[config.mk]
export PLATFORM = sky130hd
export DESIGN_NAME = arb_pipe_top
export DESIGN_NICKNAME = d
export VERILOG_FILES = /design/src/verilog/arb_dims_pkg.sv /design/src/verilog/arb_result_pkg.sv /design/src/verilog/req_capture_stage.sv /design/src/verilog/rr_grant_stage.sv /design/src/verilog/grant_encode_stage.sv /design/src/verilog/payload_select_stage.sv /design/src/verilog/arb_pipe_top.sv
export SDC_FILE = /design/constraint.sdc
export NUM_CORES = 1
export LEC_CHECK = 0
export BUFFER_PORTS_ARGS = -buffer_cell sky130_fd_sc_hd__buf_2
export CAP_MARGIN = 20
export CORE_ASPECT_RATIO = 1.2
export CORE_UTILIZATION = 55
export CTS_CLUSTER_DIAMETER = 100
export DETAILED_ROUTE_END_ITERATION = 10
export GPL_TIMING_DRIVEN = 0
export PLACE_DENSITY_LB_ADDON = 0.2
export SYNTH_ARGS = -nofsm -noshare
export SYNTH_HDL_FRONTEND = slang
export SYNTH_HIERARCHICAL = 1
export SYNTH_SLANG_ARGS = --single-unit
export TNS_END_PERCENT = 10
[constraint.sdc]
create_clock -name clk -period 5.3 [get_ports clk]
set_input_delay 0.795 -clock clk [delete_from_list [all_inputs] [get_ports clk]]
set_output_delay 0.795 -clock clk [all_outputs]
set_load 0.005 [all_outputs]
[src/verilog/arb_dims_pkg.sv]
// arbitration pipeline sizing defaults and index width helper
`default_nettype none

package arb_dims_pkg;

  // --------------------
  // sizing defaults
  // --------------------

  // requesters seen by the arbiter
  parameter int NUM_REQ_DEFAULT = 5;

  // payload word carried per requester
  parameter int DATA_W_DEFAULT = 16;

  // --------------------
  // helpers
  // --------------------

  // log2 rounded up, never below one bit
  // a single requester still needs a 1-bit index
  function automatic int clamped_clog2(input int value);
    if (value <= 1) begin
      return 1;
    end
    return $clog2(value);
  endfunction

endpackage : arb_dims_pkg

`default_nettype wire

[src/verilog/arb_result_pkg.sv]
// result codes returned with each arbitration outcome
`default_nettype none

package arb_result_pkg;

  // width of the result code bus
  parameter int RESULT_W = 2;

  // --------------------
  // code values
  // --------------------

  // strobe seen but no requester present
  parameter logic [RESULT_W-1:0] RES_IDLE = 2'd0;

  // exactly one requester, granted without contention
  parameter logic [RESULT_W-1:0] RES_SOLE = 2'd1;

  // more than one requester, round robin picked the winner
  parameter logic [RESULT_W-1:0] RES_CONTENDED = 2'd2;

  // code 3 unused

endpackage : arb_result_pkg

`default_nettype wire

[src/verilog/req_capture_stage.sv]
// input stage, registers the strobe, request vector and payload bus
`default_nettype none

module req_capture_stage #(
  parameter int num_req = arb_dims_pkg::NUM_REQ_DEFAULT,
  parameter int data_w  = arb_dims_pkg::DATA_W_DEFAULT
) (
  input  logic                      clk,
  input  logic                      rst_n,
  // upstream strobe and buses
  input  logic                      in_valid,
  input  logic [num_req-1:0]        in_req,
  input  logic [num_req*data_w-1:0] in_data,
  // toward the grant stage
  output logic                      cap_valid,
  output logic [num_req-1:0]        cap_req,
  output logic [num_req*data_w-1:0] cap_data
);

  // --------------------
  // strobe register
  // --------------------

  always_ff @(posedge clk) begin
    if (!rst_n) begin
      cap_valid <= 1'b0;
    end else begin
      cap_valid <= in_valid;
    end
  end

  // --------------------
  // request and payload
  // --------------------

  // request vector masked off between strobes
  // so the grant stage never sees stale requests
  always_ff @(posedge clk) begin
    if (!rst_n) begin
      cap_req <= '0;
    end else begin
      cap_req <= in_valid ? in_req : '0;
    end
  end

  // payload only sampled on a strobe, holds otherwise
  always_ff @(posedge clk) begin
    if (!rst_n) begin
      cap_data <= '0;
    end else if (in_valid) begin
      cap_data <= in_data;
    end
  end

endmodule : req_capture_stage

`default_nettype wire

[src/verilog/rr_grant_stage.sv]
// round-robin arbiter stage with registered onehot grant
`default_nettype none

module rr_grant_stage #(
  parameter int num_req = arb_dims_pkg::NUM_REQ_DEFAULT,
  parameter int data_w  = arb_dims_pkg::DATA_W_DEFAULT
) (
  input  logic                      clk,
  input  logic                      rst_n,
  // from the capture stage
  input  logic                      cap_valid,
  input  logic [num_req-1:0]        cap_req,
  input  logic [num_req*data_w-1:0] cap_data,
  // toward the encoder stage
  output logic                      gnt_valid,
  output logic [num_req-1:0]        gnt_onehot,
  output logic [num_req*data_w-1:0] gnt_data,
  output logic                      gnt_multi
);

  import arb_dims_pkg::*;

  // pointer just wide enough for num_req positions
  localparam int ptr_w = clamped_clog2(num_req);

  // --------------------
  // state and next-state
  // --------------------

  // first requester eligible for the next grant
  logic [ptr_w-1:0]   rr_ptr;
  logic [ptr_w-1:0]   rr_ptr_nxt;
  logic [num_req-1:0] grant_comb;
  logic               any_req;
  logic               multi_req;

  assign any_req = |cap_req;

  // more than one bit set in the request vector
  assign multi_req = $countones(cap_req) > 1;

  // --------------------
  // grant search
  // --------------------

  // walk from the pointer upward, wrapping at num_req
  // first hit wins, later hits ignored
  always_comb begin
    int  cand;
    logic found;
    grant_comb = '0;
    rr_ptr_nxt = rr_ptr;
    found      = 1'b0;
    for (int off = 0; off < num_req; off++) begin
      cand = int'(rr_ptr) + off;
      if (cand >= num_req) begin
        cand = cand - num_req;
      end
      if (!found && cap_req[cand]) begin
        found            = 1'b1;
        grant_comb[cand] = 1'b1;
        // pointer lands one past the winner
        if (cand + 1 == num_req) begin
          rr_ptr_nxt = '0;
        end else begin
          rr_ptr_nxt = ptr_w'(cand + 1);
        end
      end
    end
  end

  // --------------------
  // registers
  // --------------------

  // pointer moves only when something was granted
  always_ff @(posedge clk) begin
    if (!rst_n) begin
      rr_ptr <= '0;
    end else if (cap_valid && any_req) begin
      rr_ptr <= rr_ptr_nxt;
    end
  end

  always_ff @(posedge clk) begin
    if (!rst_n) begin
      gnt_valid  <= 1'b0;
      gnt_onehot <= '0;
      gnt_data   <= '0;
      gnt_multi  <= 1'b0;
    end else begin
      gnt_valid <= cap_valid;
      if (cap_valid) begin
        // all-zero grant when no requests
        gnt_onehot <= grant_comb;
        gnt_data   <= cap_data;
        gnt_multi  <= multi_req;
      end
    end
  end

endmodule : rr_grant_stage

`default_nettype wire

[src/verilog/grant_encode_stage.sv]
// registered onehot-0 to binary encoder, payload and flags ride along
`default_nettype none

module grant_encode_stage #(
  parameter int num_req = arb_dims_pkg::NUM_REQ_DEFAULT,
  parameter int data_w  = arb_dims_pkg::DATA_W_DEFAULT,
  // wider than the minimum zero-extends the index
  parameter int idx_w   = arb_dims_pkg::clamped_clog2(num_req)
) (
  input  logic                      clk,
  input  logic                      rst_n,
  // from the grant stage
  input  logic                      gnt_valid,
  input  logic [num_req-1:0]        gnt_onehot,
  input  logic [num_req*data_w-1:0] gnt_data,
  input  logic                      gnt_multi,
  // toward the payload select stage
  output logic                      enc_valid,
  output logic                      enc_any,
  output logic [idx_w-1:0]          enc_index,
  output logic [num_req*data_w-1:0] enc_data,
  output logic                      enc_multi
);

  // --------------------
  // encoder
  // --------------------

  logic [idx_w-1:0] index_comb;
  logic             any_comb;

  // all zeros gives index 0 with any low
  assign any_comb = |gnt_onehot;

  // OR in each set bit's position
  // bit 0 contributes nothing, so start at 1
  always_comb begin
    index_comb = '0;
    for (int i = 1; i < num_req; i++) begin
      if (gnt_onehot[i]) begin
        index_comb |= idx_w'(i);
      end
    end
  end

  // --------------------
  // output registers
  // --------------------

  always_ff @(posedge clk) begin
    if (!rst_n) begin
      enc_valid <= 1'b0;
      enc_any   <= 1'b0;
      enc_index <= '0;
      enc_data  <= '0;
      enc_multi <= 1'b0;
    end else begin
      enc_valid <= gnt_valid;
      if (gnt_valid) begin
        enc_any   <= any_comb;
        enc_index <= index_comb;
        enc_data  <= gnt_data;
        enc_multi <= gnt_multi;
      end
    end
  end

endmodule : grant_encode_stage

`default_nettype wire

[src/verilog/payload_select_stage.sv]
// last stage, picks the winner's payload and forms the result code
`default_nettype none

module payload_select_stage #(
  parameter int num_req = arb_dims_pkg::NUM_REQ_DEFAULT,
  parameter int data_w  = arb_dims_pkg::DATA_W_DEFAULT,
  parameter int idx_w   = arb_dims_pkg::clamped_clog2(num_req)
) (
  input  logic                              clk,
  input  logic                              rst_n,
  // from the encoder stage
  input  logic                              enc_valid,
  input  logic                              enc_any,
  input  logic [idx_w-1:0]                  enc_index,
  input  logic [num_req*data_w-1:0]         enc_data,
  input  logic                              enc_multi,
  // top-level outputs
  output logic                              out_valid,
  output logic                              out_grant_valid,
  output logic [idx_w-1:0]                  out_index,
  output logic [data_w-1:0]                 out_data,
  output logic [arb_result_pkg::RESULT_W-1:0] out_result
);

  import arb_result_pkg::*;

  logic [data_w-1:0]   sel_data;
  logic [RESULT_W-1:0] res_code;

  // --------------------
  // payload mux
  // --------------------

  // compare against each slot so an out-of-range index selects nothing
  // zero when nobody was granted
  always_comb begin
    sel_data = '0;
    for (int k = 0; k < num_req; k++) begin
      if (enc_any && (enc_index == idx_w'(k))) begin
        sel_data = enc_data[k*data_w +: data_w];
      end
    end
  end

  // --------------------
  // result code
  // --------------------

  // idle takes precedence, multi flag only matters with a grant
  always_comb begin
    if (!enc_any) begin
      res_code = RES_IDLE;
    end else if (enc_multi) begin
      res_code = RES_CONTENDED;
    end else begin
      res_code = RES_SOLE;
    end
  end

  // --------------------
  // output registers
  // --------------------

  always_ff @(posedge clk) begin
    if (!rst_n) begin
      out_valid       <= 1'b0;
      out_grant_valid <= 1'b0;
      out_index       <= '0;
      out_data        <= '0;
      out_result      <= RES_IDLE;
    end else begin
      out_valid <= enc_valid;
      if (enc_valid) begin
        out_grant_valid <= enc_any;
        out_index       <= enc_index;
        out_data        <= sel_data;
        out_result      <= res_code;
      end
    end
  end

endmodule : payload_select_stage

`default_nettype wire

[src/verilog/arb_pipe_top.sv]
// four-stage round-robin request arbitration pipeline
`default_nettype none

module arb_pipe_top #(
  parameter int num_req = arb_dims_pkg::NUM_REQ_DEFAULT,
  parameter int data_w  = arb_dims_pkg::DATA_W_DEFAULT,
  // at least clamped_clog2(num_req)
  parameter int idx_w   = arb_dims_pkg::clamped_clog2(num_req)
) (
  input  logic                                clk,
  input  logic                                rst_n,
  // single-cycle request strobe
  input  logic                                in_valid,
  input  logic [num_req-1:0]                  in_req,
  // requester k in slice k
  input  logic [num_req*data_w-1:0]           in_data,
  // result strobe, four cycles after in_valid
  output logic                                out_valid,
  output logic                                out_grant_valid,
  output logic [idx_w-1:0]                    out_index,
  output logic [data_w-1:0]                   out_data,
  output logic [arb_result_pkg::RESULT_W-1:0] out_result
);

  // --------------------
  // stage wires
  // --------------------

  // capture -> grant
  logic                      cap_valid;
  logic [num_req-1:0]        cap_req;
  logic [num_req*data_w-1:0] cap_data;

  // grant -> encode
  logic                      gnt_valid;
  logic [num_req-1:0]        gnt_onehot;
  logic [num_req*data_w-1:0] gnt_data;
  logic                      gnt_multi;

  // encode -> select
  logic                      enc_valid;
  logic                      enc_any;
  logic [idx_w-1:0]          enc_index;
  logic [num_req*data_w-1:0] enc_data;
  logic                      enc_multi;

  // --------------------
  // stages
  // --------------------

  req_capture_stage #(.num_req(num_req), .data_w(data_w)) i_capture (
    .clk, .rst_n, .in_valid, .in_req, .in_data,
    .cap_valid, .cap_req, .cap_data
  );

  rr_grant_stage #(.num_req(num_req), .data_w(data_w)) i_grant (
    .clk, .rst_n, .cap_valid, .cap_req, .cap_data,
    .gnt_valid, .gnt_onehot, .gnt_data, .gnt_multi
  );

  grant_encode_stage #(.num_req(num_req), .data_w(data_w), .idx_w(idx_w)) i_encode (
    .clk, .rst_n, .gnt_valid, .gnt_onehot, .gnt_data, .gnt_multi,
    .enc_valid, .enc_any, .enc_index, .enc_data, .enc_multi
  );

  payload_select_stage #(.num_req(num_req), .data_w(data_w), .idx_w(idx_w)) i_select (
    .clk, .rst_n, .enc_valid, .enc_any, .enc_index, .enc_data, .enc_multi,
    .out_valid, .out_grant_valid, .out_index, .out_data, .out_result
  );

endmodule : arb_pipe_top

`default_nettype wire

* Yosys cells after proc, flatten, opt, wreduce, memory -nomap -nowiden *
Index checks and enable logic that the tools add are counted.

storage, ports and cells
  flip-flop bits (word level) = 285
  output and inout bits = 23

operators by class
  $add $sub $neg = 18
  magnitude comparators = 16
  equal/unequal tests = 9
  mux-type cells = 60
  bitwise gates (word level) = 4
  reductions and logical operators = 25

operators by type and width
  cell                     number
  $add A32 B2 Y32 const B  5
  $eq A32 B4 Y1 const B    5
  $ge A32 B1 Y1 const B    5
  $lt A32 B5 Y1 const B    5
  $mux W32                 5
  $ge A32 B4 Y1 const B    4
  $sub A32 B4 Y32 const B  4
  $mux W16                 5
  $mux W3                  11
  $add A32 B1 Y32          1
  $add A32 B32 Y32         1
  $gt A32 B2 Y1 const B    1
  $mux W5                  5
  $mux W1                  20
  $or A5 B5 Y5             4
  $bmux W1 S3              5
  $demux W1 S3             5
  $logic_and A1 B1 Y1      15
  $reduce_or A5 Y1         2
  $add A3 B2 Y4 const B    2
  $mux W2                  4
  $eq A3 B2 Y1 const B     2
  $reduce_bool A5 Y1       1
  $add A1 B1 Y2            2
  9 further kinds          13

* Depth between registers and ports, before layout *
Gate-level depths: netlist of the first run.

  depth in word-level cells = 19
  mapped depth = 19

* Hierarchy *
Netlist of the first run, hierarchy kept.

by module, submodules not included
  module                times used  cells each  area an instance (um^2)  seq. area each (um^2)
  rr_grant_stage        1           683         6079.6                   1801.7
  req_capture_stage     1           271         3231.8                   1721.7
  grant_encode_stage    1           280         3034.2                   1721.7
  payload_select_stage  1           99          1315.0                   460.4

* Worst setup path before layout of the first run *
Ideal clock, no wire load.

  kind = reg2reg
  start point = reg i_grant.rr_ptr[2]
  end point = reg i_grant.rr_ptr[2]
  library setup time = 116 ps
  arrival time = 3880 ps
  data required time = 5184 ps
  setup slack = 1303 ps
  cell stages (with the launch flop) = 17
  cells stage by stage = dfxtp_1 > buf_6 > clkbuf_1 > inv_1 > ha_1 > clkbuf_1 > o31a_1 > o22ai_2 > ha_1 > o2111ai_1 > ha_1 > or4_1 > nor3_1 > o211ai_1 > nor3b_1 > a211o_1 > a41o_1

on the way
  cells in the longest elaborated chain, start to end = 19

RTL lines
  element                                                                   line                  source
  start, declared                                                           rr_grant_stage.sv:31  logic [ptr_w-1:0] rr_ptr;
  start signal, assigned                                                    rr_grant_stage.sv:81  rr_ptr <= rr_ptr_nxt;
  parallel branches: the longest is 19 deep, another holds $sub A32 B4 Y32  --

Parallel ways; which one is timed is not known. The select of a mux whose other input is x is not followed.
A chain may end at the register's enable or synchronous reset.

* Worst setup path in the final report of the first run *
  start point = reg i_grant.rr_ptr[2]
  end point = reg i_grant.rr_ptr[1]

Same word-level chain as after synthesis.

==> metrics.md, run 1 <==
| Metric | Value |
|---|---|
| Sink of the worst hold path | i_select/out_data[12] |
| Final hold viol count | 0 |
| Row cnt | 62 |
| WS Path Type | register to register |
| Die area | approximately 25000 sq um |
| CP cell instances | buf_6 > clkbuf_1 > inv_1 > ha_1 > clkbuf_1 > o31a_1 > o22ai_2 > ha_1 > o2111ai_1 > ha_1 > or4_1 > nor3_1 > o211ai_1 > o21ai_0 > nand3_1 > o2111ai_1 > o211ai_1 |
| # hold bufs at CTS | 0 |
| Ys async rst share | 0% |
| Total Wirelength | ~33000 microns |
| Final non-filler cell total | 1814 |
| Max Slew Vio Count | 0 |
| Vias in the first global route | 9820 |
| Setup violators final | 0 |
| Core footprint | roughly 24000 sq um |
| Initial Util | 56.6% |
| Power Density | approximately 320 nW/um^2 |
| Post-route ant nets | 0 |
| Status | finished, final reports clean |
| Diodes inserted | 0 |
| Critical path fanouts, max | 10 |
| Most common cell after layout, fill and taps aside | dfxtp_1 |
| Most frequent cells in the layout | dfxtp_1 (285), mux2i_1 (250), nor2b_1 (172) |
| Worst rel slew slack | approximately 41% |
| Final HPWL DP | 24500 microns |
| Routability cong. | 0.926 |
| CP endpoint kind | register |
| IO buf count | 109 |
| Worst-Margin Slew | 0.873 ns |
| Setup TNS | 0 ns |
| RSZ-0062 raised after global routing | no |
| Post-CTS setup buffer count | 0 |
| CP dominant cell by count | ha_1 |
| Post-Syn Nets | 1471 |
| Post-Synthesis Cells | 1333 |
| Pleak | 6.34 nW |
| Placed Instances | around 1800 |
| VDD IR max | 255 uV |
| Fin nets | 1611 |
| Number of synthesized flops with an enable pin | 0 |
| Grt ovf | 0 |
| Residual DRC | 0 |
| Comb power frac | between 15 and 20% |
| Drt wl/cell | 18.2 microns |
| Post-CTS sizing | 0 |
| Minimum clock period | about 4.9 ns |
| Sequential area share after synthesis | between 40% and 50% |
| Clock Sinks | 285 |
| Largest stage delay, worst path | a little over 0.5 ns |
| Critical hold path startpoint | i_encode/enc_data[76] |
| Flops & latches, synth | 285 |
| Layout cell share with drive strength beyond 1 | 15.5% |
| R2R depth | 17 |
| Hold/Removal Path Class | register to register |
| Synthesized area | 13700 sq um |
| H-tree depth | 1 |
| Synth cell types | 83 |
| Initial DRC count | ~540 |
| Vias per cell | 5.61 |
| Clk root buf | clkbuf_16 |
| Clk pwr share | between 30% and 40% |
| Tcrit/Tclk final | 92.1% |
| Die width | 146 microns |
| DR vias | approximately 10000 |
| Main synth FF type | dfxtp_1 |
| Critical-path top delay cell | dfxtp_1 |
| Flop-to-flop setup slack | 0.42 ns |
| Internal power | about 3.6 mW |
| First-pass GRT wire length | 51600 microns |
| Worst path required time | 5.73 ns |
| Longest Clk Path Bufs | 3 |
| Die height | 175 microns |
| Worst r2r dst | i_grant/rr_ptr[1] |
| CTS tree | built |
| Final instance area | 15500 sq um |
| Placed Area | roughly 15000 sq um |
| Post-Synthesis Mean Instance Area | 10.2 sq um |
| GR Util All Layers | 25.5% |
| Largest net degree at the start of global routing | 22 |
| TritonCTS buffer count | 29 |
| Sw Share | 27.2% |
| Max cap viols | 0 |
| Worst setup SP type | register |
| Synth-to-layout area growth | 13.6% |
| Clk pin slew, worst setup/hold paths | around 0.07 ns |
| Sequential share of power | 45.1% |
| Worst skew pair latency | 0.55 ns |
| WHS Path Cells | 1 |
| Worst Skew | 0.00795 ns |
| Crit Reg-Reg Startpoint | i_grant/rr_ptr[2] |
| Synthesis Warnings | 6 |
| Max Fclk | 205 MHz |
| WP data arrival | 5.31 ns |
| # IOs | 111 |
| Initial antenna violation count | 0 |
| Psw | 1.36 mW |
| First-pass DRT Iterations | 5 |
==> critical path, delay by kind of cell, from the launching register on <==
kind                     cells  cell delay (ns)
adder cells (fa/ha/maj)      3             0.83
buffers and inverters        4             1.10
AND/OR/NAND/NOR              3             0.86
flip-flops                   1             0.51
AO/OA/AOI/OAI                7             1.46
==> cell usage after synthesis, types with 4 or more instances <==
| cell type | instances | share of area [%] |
|---|---|---|
| o21ai_0 | 25 | 0.92 |
| o22ai_1 | 5 | 0.23 |
| buf_1 | 11 | 0.30 |
| buf_12 | 6 | 0.88 |
| and3_1 | 9 | 0.41 |
| a21oi_1 | 19 | 0.70 |
| mux4_2 | 10 | 1.6 |
| nor2b_1 | 172 | 7.9 |
| xor2_1 | 4 | 0.26 |
| nor3_1 | 14 | 0.51 |
| mux4_1 | 7 | 1.3 |
| nand2_1 | 47 | 1.3 |
| mux2i_1 | 250 | 18 |
| nor4_1 | 4 | 0.18 |
| ha_1 | 48 | 4.4 |
| dfxtp_1 | 285 | 42 |
| buf_2 | 17 | 0.62 |
| nand4_1 | 12 | 0.55 |
| a21o_1 | 4 | 0.22 |
| a221o_1 | 17 | 1.2 |
| buf_4 | 13 | 0.71 |
| buf_6 | 5 | 0.41 |
| nand4b_1 | 4 | 0.26 |
| nand2b_1 | 8 | 0.37 |
| a211oi_1 | 7 | 0.38 |
| inv_1 | 24 | 0.66 |
| nor2_1 | 113 | 3.1 |
| o211ai_1 | 9 | 0.49 |
| clkbuf_1 | 32 | 0.88 |
| a31oi_1 | 9 | 0.41 |
| a21boi_0 | 6 | 0.33 |
| and2_1 | 25 | 1.1 |
| or3_1 | 6 | 0.27 |
| nand3_1 | 25 | 0.92 |
==> state kept, by name (all words and copies together) (netlist names) <==
register	cells
i_grant/gnt_valid	1
i_encode/enc_index	3
i_encode/enc_any	1
i_select/out_result	2
i_select/out_index	3
i_grant/gnt_onehot	5
i_encode/enc_valid	1
i_encode/enc_data	80
i_grant/gnt_data	80
i_select/out_grant_valid	1
i_capture/cap_req	5
i_encode/enc_multi	1
i_grant/rr_ptr	3
i_capture/cap_valid	1
i_grant/gnt_multi	1
i_select/out_valid	1
i_capture/cap_data	80
i_select/out_data	16
==> power groups by stage <==
stage | clock network, mW | registers (mW) | logic [mW]
final | 1.94 | 2.26 | 0.801
after global routing | 2.07 | 2.26 | 0.877
after CTS | 1.98 | 2.26 | 0.789
after detailed placement | 0 | 2.30 | 0.785
after global placement | 0 | 2.30 | 0.768
after floorplan | 0 | 2.28 | 0.597
==> area by class of cell <==
type	instances	area, sq um
tap	320	400
multi-input combinational	936	7320
buffer	85	536
clock buffer	41	831
sequential	285	5710
timing repair buffer	109	546
fill	1991	8600
clock inverter	11	87.6
inverter	27	104
==> worst max path at each step <==
stage                      startpoint           endpoint  slack (ns)  cells past startpoint
floorplan           i_grant/rr_ptr[2]  i_grant/rr_ptr[2]        1.30                     16
global placement    i_grant/rr_ptr[1]  i_grant/rr_ptr[2]        0.48                     18
detailed placement  i_grant/rr_ptr[2]  i_grant/rr_ptr[2]        0.51                     16
CTS                 i_grant/rr_ptr[2]  i_grant/rr_ptr[2]        0.49                     16
global route        i_grant/rr_ptr[1]  i_grant/rr_ptr[2]        0.16                     18
finish              i_grant/rr_ptr[2]  i_grant/rr_ptr[1]        0.42                     17
==> cell families (layout without fill, tap and decap cells) <==
kind of cell / after synthesis / count (layout) / synth area share (%)
muxes: 268 / 268 / 21.4
adders and majority gates: 50 / 50 / 4.69
DFF: 285 / 285 / 41.8
buffers and inverters: 112 / 273 / 4.68
and+or+nand+nor: 457 / 457 / 18.3
AOI/OAI and AO/OA: 152 / 152 / 8.41
xor gates and xnor gates: 9 / 9 / 0.769
==> through the flow <==
stage	setup slack [ns]	util, %	total power [mW]	hold slack, ns
2_1_floorplan	1.30	-	2.88	0.451
3_3_place_gp	0.479	60.5	3.07	0.460
3_5_place_dp	0.512	60.5	3.09	0.469
4_1_cts	0.486	64.4	5.03	0.473
5_1_grt	0.160	64.4	5.21	0.488
6_report	0.421	64.4	5.00	0.485
==> per-layer routing <==
| layer | track usage, % | up-vias | share of wire [%] |
|---|---|---|---|
| li1 | - | 4986 | - |
| met1 | 32.4 | 4794 | 44 |
| met2 | 42.8 | 321 | 47 |
| met3 | 3.86 | 71 | 5.8 |
| met4 | 11.3 | 0 | 3.9 |
| met5 | 0 | - | 0 |
(Power assumes the default switching activity.)
==> run 2: changes to the inputs <==
- CORE_UTILIZATION: 55 -> 30
==> run 2 against run 1 <==
  * Clock power grew 13%
  * Setup slack lost 0.081 ns
  * Worst hold slack gained 0.0074 ns
  * Clock skew grew 0.0054 ns
  * Core utilization shrank 29 points
  * Critical path depth shrank 1
  * Wire length grew 17%
  * Sequential power is essentially flat
  * Via count shrank 1.2%
  * Highest routed layer unchanged
  * Non-clock buffer count shrank 1
==> metrics.md, run 2 (synthesized netlist as in run 1, its figures left out) <==
| Metric | Value |
|---|---|
| Status | finished, final reports clean |
| Drt wl/cell | 18.3 microns |
| Row cnt | 85 |
| Crit Reg-Reg Startpoint | i_grant/rr_ptr[1] |
| Register area | between 5000 and 6000 sq um |
| GR Util All Layers | 16.7% |
| Vias in the first global route | roughly 9900 |
| Total Wirelength | a little under 40000 microns |
| First-pass GRT wire length | 60100 microns |
| Worst rel slew slack | 35.9% |
| Worst path required time | between 5 and 6 ns |
| Hold/Removal Path Class | register to register |
| Initial DRC count | ~580 |
| Placed Area | ~15000 sq um |
| Core footprint | roughly 45000 sq um |
| Largest net degree at the start of global routing | 22 |
| Residual DRC | 0 |
| Vias per cell | 4.76 |
| Critical hold path startpoint | i_encode/enc_data[79] |
| Final non-filler cell total | 2110 |
| # fillers | roughly 4600 |
| Clk root buf | clkbuf_16 |
| Fin nets | 1615 |
| Flop-to-flop setup slack | 0.34 ns |
| Crit path buffers/inverters | 2 |
| CTS tree | built |
| CP endpoint kind | register |
| IO buf count | 109 |
| # hold bufs at CTS | 0 |
| Setup violators final | 0 |
| Post-CTS setup buffer count | 0 |
| Initial antenna violation count | 1 |
| Post-layout util | 35.7% |
| WHS Path Cells | 1 |
| Synth-to-layout area growth | 17.3% |
| Post-route ant nets | 0 |
| Clock Sinks | 285 |
| Setup TNS | 0 ns |
| Biggest regs | i_capture/cap_data: 80 flops, i_encode/enc_data: 80 flops, i_grant/gnt_data: 80 flops |
| Worst skew pair latency | 0.52 ns |
| Die height | 236 microns |
| TritonCTS buffer count | 34 |
| Grt ovf | 0 |
| # IOs | 111 |
| Worst-Margin Slew | 0.962 ns |
| Tcrit/Tclk final | 93.6% |
| RSZ-0062 raised after global routing | no |
| Max cap viols | 0 |
| First-pass DRT Iterations | 6 |
| Worst Skew | 0.0133 ns |
| Final HPWL DP | 29700 microns |
| Placed Instances | 2051 |
| Layout cell share with drive strength beyond 1 | roughly 16% |
| Final instance area | 16000 sq um |
| Most common cell after layout, fill and taps aside | dfxtp_1 |
| Routability cong. | 0.872 |
| Critical-path top delay cell | dfxtp_1 |
| H-tree depth | 2 |
| CP dominant cell by count | ha_1 |
| Pleak | about 6.4 nW |
| Worst r2r dst | i_grant/rr_ptr[1] |
| WS Path Type | register to register |
| Largest stage delay, worst path | between 0.6 and 0.7 ns |
| CP cell instances | inv_1 > ha_1 > ha_1 > clkbuf_1 > o31a_1 > o22ai_2 > ha_1 > o2111ai_1 > ha_1 > or4_1 > nor3_1 > o211ai_1 > o21ai_0 > nand3_1 > o2111ai_1 > o211ai_1 |
| Critical path fanouts, max | 12 |
| Post-CTS sizing | 0 |
| Longest Clk Path Bufs | 3 |
| R2R depth | 16 |
| Most frequent cells in the layout | dfxtp_1 (285), mux2i_1 (250), nor2b_1 (172) |
| Initial Util | 30.4% |
| Final hold viol count | 0 |
| Max Fclk | 202 MHz |
| VDD IR max | 203 uV |
| CP delay by family, top | compound AO/OA/AOI/OAI gates |
| WP data arrival | 5.34 ns |
| Die width | 197 microns |
| Area of the multi-input gates | 7320 sq um |
| Minimum clock period | 4.96 ns |
| Worst setup SP type | register |
| Die area | around 46000 sq um |
| Power Density | 329 nW/um^2 |
| Sink of the worst hold path | i_select/out_data[15] |
| DR vias | 10000 |
| Clk pin slew, worst setup/hold paths | approximately 0.06 ns |
| Max Slew Vio Count | 0 |
==> run 2: worst max path at each step <==
stage / depth (start not counted) / startpoint / end
finish: 16 / i_grant/rr_ptr[1] / i_grant/rr_ptr[1]
CTS: 17 / i_grant/rr_ptr[2] / i_grant/rr_ptr[1]
global placement: 17 / i_grant/rr_ptr[2] / i_grant/rr_ptr[1]
floorplan: 16 / i_grant/rr_ptr[2] / i_grant/rr_ptr[2]
global route: 16 / i_grant/rr_ptr[1] / i_grant/rr_ptr[0]
detailed placement: 17 / i_grant/rr_ptr[2] / i_grant/rr_ptr[1]
==> run 2: worst register-to-register path, delay by kind of cell (launching register included) <==
family | cells | cell delay (ns)
AND/OR/NAND/NOR | 3 | 0.90
flip-flops | 1 | 0.69
buffers and inverters | 2 | 0.55
AO/OA/AOI/OAI | 7 | 1.55
adder cells (fa/ha/maj) | 4 | 1.16
==> run 2: layout make-up <==
type / instances / area share [%]
multi-input cells: 936 / 45.7
plain buffers: 84 / 3.32
repair buffers: 109 / 3.40
clock buffers: 52 / 6.24
clock inverters: 7 / 0.359
flip-flops and latches: 285 / 35.6
well taps: 609 / 4.76
inverters: 27 / 0.648
diodes: 1 / 0.0156
==> run 2: layer usage <==
| metal | wire [microns] | track usage (%) |
|---|---|---|
| met3 | 1240 | 2.16 |
| met5 | 0 | 0 |
| met2 | 19100 | 29.2 |
| met4 | 749 | 4.09 |
| met1 | 17600 | 21.6 |
==> run 2: metrics by stage <==
step	setup slack, ns	hold slack [ns]	power, mW
6_report	0.341	0.492	5.28
5_1_grt	0.0808	0.532	5.53
2_1_floorplan	1.30	0.451	2.88
3_5_place_dp	0.345	0.489	3.12
4_1_cts	0.314	0.498	5.34
3_3_place_gp	0.296	0.470	3.11
==> run 2: report_power, final <==
part / switching (mW) / total (mW) / leakage (nW) / internal, mW
Combinational: 0.486 / 0.817 / 3.57 / 0.332
Clock: 0.896 / 2.20 / 0.522 / 1.31
Sequential: 0.0509 / 2.26 / 2.32 / 2.21
